`config.mk`:
```
export PLATFORM = sky130hd
export DESIGN_NAME = enc8b10b
export DESIGN_NICKNAME = d
export VERILOG_FILES = /design/src/source/enc_pkg.sv /design/src/source/enc_5b6b.sv /design/src/source/enc_3b4b.sv /design/src/source/enc8b10b.sv
export SDC_FILE = /design/constraint.sdc
export NUM_CORES = 1
export LEC_CHECK = 0
export BUFFER_PORTS_ARGS = -buffer_cell sky130_fd_sc_hd__buf_4
export CAP_MARGIN = 5
export CORE_ASPECT_RATIO = 0.8
export CORE_MARGIN = 8
export CORE_UTILIZATION = 40
export DETAILED_ROUTE_END_ITERATION = 10
export GPL_TIMING_DRIVEN = 0
export PLACE_DENSITY = 0.69
export SYNTH_ARGS = -nofsm -noshare
export SYNTH_HDL_FRONTEND = slang
export SYNTH_SLANG_ARGS = --single-unit
```
`constraint.sdc`:
```
create_clock -name clk -period 12 [get_ports clk]
set_input_delay 1.2 -clock clk [delete_from_list [all_inputs] [get_ports clk]]
set_output_delay 1.2 -clock clk [all_outputs]
set_load 0.05 [all_outputs]
```
`src/source/enc_pkg.sv`:
```
// types shared by the 8b/10b encoder and its testbench; abcdei is sent first and kd marks a K symbol
`default_nettype none

package enc_pkg;

    // ----------------------------------------
    // field widths
    // ----------------------------------------
    localparam int BYTE_W  = 8;
    localparam int SUB5_W  = 5;
    localparam int SUB3_W  = 3;
    localparam int CODE6_W = 6;
    localparam int CODE4_W = 4;

    // ----------------------------------------
    // plain vectors
    // ----------------------------------------
    typedef logic [BYTE_W-1:0]  byte_t;   // HGFEDCBA
    typedef logic [SUB5_W-1:0]  sub5_t;   // EDCBA
    typedef logic [SUB3_W-1:0]  sub3_t;   // HGF
    typedef logic [CODE6_W-1:0] code6_t;  // abcdei, a is the msb
    typedef logic [CODE4_W-1:0] code4_t;  // fghj, f is the msb

    // running disparity
    typedef enum logic {
        RD_NEG = 1'b0,
        RD_POS = 1'b1
    } disp_t;

    // ----------------------------------------
    // bundles
    // ----------------------------------------

    // one input character
    typedef struct packed {
        logic  kd;     // 1 = control symbol
        byte_t data;
    } enc_in_t;

    // one line symbol, abcdei in bits 9..4
    typedef struct packed {
        code6_t abcdei;
        code4_t fghj;
    } symbol_t;

endpackage

`default_nettype wire

```
`src/source/enc_5b6b.sv`:
```
// combinational 5b/6b lookup; only K.28 has its own control code and other K codes reuse the data entry
`default_nettype none

module enc_5b6b
    import enc_pkg::*;
(
    input  sub5_t  data_low,   // EDCBA
    input  logic   kd,         // 1 = control symbol
    input  disp_t  rd_in,      // disparity before this sub-block
    output code6_t code6,      // abcdei
    output disp_t  rd_mid,     // disparity between the sub-blocks
    output logic   alt7        // x.7 must use the alternate code
);

    localparam sub5_t D7_LOW  = 5'd7;
    localparam sub5_t K28_LOW = 5'd28;

    code6_t code_neg;       // entry from the RD- column
    logic   unbalanced;     // weight other than 3 of 6
    logic   invert;

    // ----------------------------------------
    // RD- column of the 5b/6b table
    // ----------------------------------------
    always_comb begin
        case (data_low)
            5'd0:  code_neg = 6'b100111;
            5'd1:  code_neg = 6'b011101;
            5'd2:  code_neg = 6'b101101;
            5'd3:  code_neg = 6'b110001;
            5'd4:  code_neg = 6'b110101;
            5'd5:  code_neg = 6'b101001;
            5'd6:  code_neg = 6'b011001;
            5'd7:  code_neg = 6'b111000;  // balanced but has two forms
            5'd8:  code_neg = 6'b111001;
            5'd9:  code_neg = 6'b100101;
            5'd10: code_neg = 6'b010101;
            5'd11: code_neg = 6'b110100;
            5'd12: code_neg = 6'b001101;
            5'd13: code_neg = 6'b101100;
            5'd14: code_neg = 6'b011100;
            5'd15: code_neg = 6'b010111;
            5'd16: code_neg = 6'b011011;
            5'd17: code_neg = 6'b100011;
            5'd18: code_neg = 6'b010011;
            5'd19: code_neg = 6'b110010;
            5'd20: code_neg = 6'b001011;
            5'd21: code_neg = 6'b101010;
            5'd22: code_neg = 6'b011010;
            5'd23: code_neg = 6'b111010;
            5'd24: code_neg = 6'b110011;
            5'd25: code_neg = 6'b100110;
            5'd26: code_neg = 6'b010110;
            5'd27: code_neg = 6'b110110;
            5'd28: code_neg = 6'b001110;
            5'd29: code_neg = 6'b101110;
            5'd30: code_neg = 6'b011110;
            5'd31: code_neg = 6'b101011;
        endcase

        // K.28 replaces the balanced D.28 entry
        if (kd && data_low == K28_LOW) begin
            code_neg = 6'b001111;
        end
    end

    // ----------------------------------------
    // column select and disparity
    // ----------------------------------------

    // inverting a 6-bit code keeps a weight of 3 at 3
    assign unbalanced = ($countones(code_neg) != 3);

    // RD+ column is the complement for unbalanced codes and D.7
    assign invert = (rd_in == RD_POS) && (unbalanced || (!kd && data_low == D7_LOW));

    assign code6 = invert ? ~code_neg : code_neg;

    always_comb begin
        if (unbalanced) begin
            rd_mid = (rd_in == RD_NEG) ? RD_POS : RD_NEG;  // flip
        end else begin
            rd_mid = rd_in;
        end
    end

    // ----------------------------------------
    // alternate x.7 select
    // ----------------------------------------

    // avoids a run of five equal bits across the sub-block boundary
    always_comb begin
        if (rd_in == RD_NEG) begin
            alt7 = data_low inside {5'd17, 5'd18, 5'd20};
        end else begin
            alt7 = data_low inside {5'd11, 5'd13, 5'd14};
        end
    end

endmodule

`default_nettype wire

```
`src/source/enc_3b4b.sv`:
```
// combinational 3b/4b lookup; rd_in is the disparity after the 6b sub-block and kd selects the K table
`default_nettype none

module enc_3b4b
    import enc_pkg::*;
(
    input  sub3_t  data_high,  // HGF
    input  logic   kd,         // 1 = control symbol
    input  logic   alt7,       // from the 5b/6b stage
    input  disp_t  rd_in,      // disparity between the sub-blocks
    output code4_t code4,      // fghj
    output disp_t  rd_out      // disparity after the whole symbol
);

    localparam sub3_t X3_HIGH = 3'd3;

    code4_t data_neg;       // data entry, RD- column
    code4_t ctrl_neg;       // control entry, RD- column
    code4_t code_neg;
    logic   invert;

    // ----------------------------------------
    // RD- columns of the data and K tables
    // ----------------------------------------
    always_comb begin
        case (data_high)
            3'd0: data_neg = 4'b1011;
            3'd1: data_neg = 4'b1001;
            3'd2: data_neg = 4'b0101;
            3'd3: data_neg = 4'b1100;                     // balanced but has two forms
            3'd4: data_neg = 4'b1101;
            3'd5: data_neg = 4'b1010;
            3'd6: data_neg = 4'b0110;
            3'd7: data_neg = alt7 ? 4'b0111 : 4'b1110;    // A7 or P7
        endcase
    end

    // every control entry has its RD+ form as the complement
    always_comb begin
        case (data_high)
            3'd0: ctrl_neg = 4'b1011;
            3'd1: ctrl_neg = 4'b0110;
            3'd2: ctrl_neg = 4'b1010;
            3'd3: ctrl_neg = 4'b1100;
            3'd4: ctrl_neg = 4'b1101;
            3'd5: ctrl_neg = 4'b0101;
            3'd6: ctrl_neg = 4'b1001;
            3'd7: ctrl_neg = 4'b0111;  // always alternate
        endcase
    end

    // ----------------------------------------
    // column select and disparity
    // ----------------------------------------
    assign code_neg = kd ? ctrl_neg : data_neg;

    assign invert = (rd_in == RD_POS) &&
                    (kd || $countones(data_neg) != 2 || data_high == X3_HIGH);

    assign code4 = invert ? ~code_neg : code_neg;

    always_comb begin
        if ($countones(code4) != 2) begin
            rd_out = (rd_in == RD_NEG) ? RD_POS : RD_NEG;  // unbalanced flips
        end else begin
            rd_out = rd_in;
        end
    end

endmodule

`default_nettype wire

```
`src/source/enc8b10b.sv`:
```
// 8b/10b encoder with one cycle latency and no handshake; kd with a non-legal K code gives an undefined symbol
`default_nettype none

module enc8b10b
    import enc_pkg::*;
#(
    parameter disp_t RD_INIT = RD_NEG     // disparity after reset
) (
    input  logic    clk,
    input  logic    rst_n,
    input  enc_in_t enc_in,
    output symbol_t sym_out,
    output disp_t   rd_out
);

    symbol_t sym_q;
    disp_t   rd_q;      // running disparity
    disp_t   rd_mid;
    disp_t   rd_next;
    code6_t  code6;
    code4_t  code4;
    logic    alt7;

    // ----------------------------------------
    // sub-block lookups
    // ----------------------------------------
    enc_5b6b u_5b6b (
        .data_low (enc_in.data[4:0]),
        .kd       (enc_in.kd),
        .rd_in    (rd_q),
        .code6    (code6),
        .rd_mid   (rd_mid),
        .alt7     (alt7)
    );

    enc_3b4b u_3b4b (
        .data_high (enc_in.data[7:5]),
        .kd        (enc_in.kd),
        .alt7      (alt7),
        .rd_in     (rd_mid),
        .code4     (code4),
        .rd_out    (rd_next)
    );

    // ----------------------------------------
    // output and disparity registers
    // ----------------------------------------
    always_ff @(posedge clk or negedge rst_n) begin
        if (!rst_n) begin
            sym_q <= '0;
            rd_q  <= RD_INIT;
        end else begin
            sym_q <= '{abcdei: code6, fghj: code4};
            rd_q  <= rd_next;        // feeds the next character
        end
    end

    assign sym_out = sym_q;
    assign rd_out  = rd_q;

endmodule

`default_nettype wire

```
==> metrics.cfg <==
[run_status]
status=complete, no violations

[clocking]
cts_resized=0
cts.sinks=11
cts_tree=built
cts_made_buffers=3
htree_levels=1
cts_hold_buffers=0
clk_latency_ns=0.23
clk_path_buf_depth=2
clkSlewWorstSetupHoldPaths_ns=0.04
cts_setup_buffers=0
cts_root_buf=clkbuf_8

[drt]
drc=0
vias=1017
wl_met3_um=167
viasPerCell=5.22
drt-met1-wl_um=1220
ant_nets=0
top_layer=met4
drtIter0Drc=41
routed_wl_um=2590
drt_first_pass_iters=4
routed-wl-met2_um=1150
wl_per_cell_um=13.3

[pwr]
clkPwrFrac_pct=9.6
vdd_drop_max_uv=87.0
switching_share_pct=48.5
switchingPower_uw=177
comb_power_share_pct=72.1
internal_power_uw=188
power_density_mw_per_mm2=249
cellLeakagePower_uw=0.000643
p_total_uw=365
p_seq_share_pct=18.3

[grt]
grt_pass1_vias=976
antenna_found_initial=0
grt_pass1_wl_um=4320
gr-usage-all-layers_pct=10.2
grt.overflow.total=0
grt_max_degree=12

[finish]
num_antenna_cells=0
layout-drive-gt1-share_pct=21.3
fin_cells=195
fin_util_pct=48.5
fin_nets=187
syn2layout_area_growth_pct=18.6

[synth]
synth_area_mm2=0.00123
syn-num-nets=164
synth_ff_type=dfrtp_1
ys.warnings.count=0
synth_edf_count=0
synth_common_cells=ha_1 (16), xnor2_1 (13), dfrtp_1 (11)
yosysTopAreaCellShare_pct=22.3
ys_ff_latch=11
synth.most_common_cell=ha_1
synth_area_leaders=dfrtp_1 (22%), ha_1 (16%), xnor2_1 (9.2%)
async_flop_share_pct=100
yosysSeqAreaShare_pct=22.3
synth_area_per_cell_um2=9.29
ys_types=41
yosys.area.top_type=dfrtp_1
synth_cells=133

[sta]
rsz0062_at_grt=no
drv_slew=0
setup_violations=0
slew-limit-headroom_pct=73.5
min_period_ns=5.51
setup_tns_ns=0
min_period_over_period_pct=45.9
tightest_slew_ns=0.394
hold_viol=0
hold_ws_ns=0.700
timing.fmax_mhz=181
finalClockSkew_ns=0.00131

[floorplan]
rows=18
start_util_pct=40.9
core_area_mm2=0.00302
die_h_um=65.7
pin_count=22
dieWidth_um=78.1
die-area_mm2=0.00513

[placement]
gp_congestion=0.913
place.port_buffers=18
dp.cells=191
hpwlAfterDp_um=2140

[critical_path]
worstSetupStartpointType=input port
critPathMaxFanout=9
required_ns=12.16
critPathArrivalTime_ns=5.67
path_class=in -> reg
rr_worst_depth=15
cp-end-kind=flip-flop

[flow_run]
drv_cap=0

[hold_path]
hold_depth=2
hold_class=reg -> reg

==> placed cells by master (no fill, tap or decap), types with 6 or more instances in the layout <==
cell and count:
nor2_1 6, inv_1 8, dfrtp_1 11, o21ai_0 7, xnor2_1 13, buf_2 6
nand2_1 8, ha_1 16, buf_4 18, a21oi_1 7
==> final cells by class <==
cell class | instances | area, um^2
Fill cell | 297 | 1550
Multi-Input combinational cell | 105 | 881
Sequential cell | 11 | 275
Timing Repair Buffer | 18 | 135
Tap cell | 40 | 50.0
Buffer | 9 | 48.8
Clock buffer | 4 | 45.0
Inverter | 8 | 30.0
==> worst paths after layout <==
path / startpoint / end / slack [ns]
setup / recovery: enc_in[0] / rd_out$_DFF_PN0_ / 6.49
hold / removal: rd_out$_DFF_PN0_ / sym_out[6]$_DFF_PN0_ / 0.70
setup reg to reg: rd_out$_DFF_PN0_ / rd_out$_DFF_PN0_ / 7.88
hold reg to reg: rd_out$_DFF_PN0_ / sym_out[6]$_DFF_PN0_ / 0.70
max in group asynchronous: rst_n / sym_out[5]$_DFF_PN0_ / 11.08
min in group asynchronous: rst_n / sym_out[7]$_DFF_PN0_ / 0.78
==> stage by stage <==
stage	area, um^2	setup WS, ns
after floorplan	1230	6.80
after global placement	1420	6.36
after detailed placement	1420	6.21
after CTS	1470	6.45
after global routing	1470	6.19
final	1470	6.49
==> metal layers <==
metal	GRT usage (%)	vias to the layer above
met5	0	-
met4	4.84	0
met3	2.59	5
met2	16.7	31
met1	12.3	459
li1	-	522
==> sequential cells by signal, summed over array words and instances, names as in the netlist <==
signal / count
rd_out: 1
sym_out: 10
==> power by group through the flow <==
| stage | sequential, uW | clock [uW] | combinational [uW] |
|---|---|---|---|
| after floorplan | 136 | 0 | 131 |
| after detailed placement | 67.6 | 0 | 267 |
| after global routing | 68.4 | 39.6 | 290 |
| after CTS | 67.0 | 36.3 | 268 |
| after global placement | 67.0 | 0 | 254 |
| final | 66.6 | 35.1 | 263 |
==> critical path: stages <==
cell and delay [ns]:
buf_4 0.11, inv_1 0.08, ha_1 0.19, buf_2 0.17, nand2_1 0.07, o21ai_0 0.08
o31ai_1 0.24, o21ai_0 0.21, ha_1 0.27, fa_1 0.45, ha_1 0.30, and4bb_2 0.26
xnor2_1 0.23, nand2_1 0.19, xnor2_1 0.29, ha_1 0.28, ha_1 0.20, fa_1 0.48
nor3b_1 0.22, xnor2_1 0.14
==> kinds of logic after synthesis <==
group | after synthesis | share of synthesized area (%)
fa+ha+maj | 20 | 22.7
xor+xnor | 14 | 9.93
flops | 11 | 22.3
simple gates | 30 | 14.5
buf+inv | 17 | 6.38
compound gates | 36 | 20.2
mux | 5 | 4.05
Power figures use the tool's default switching activity.
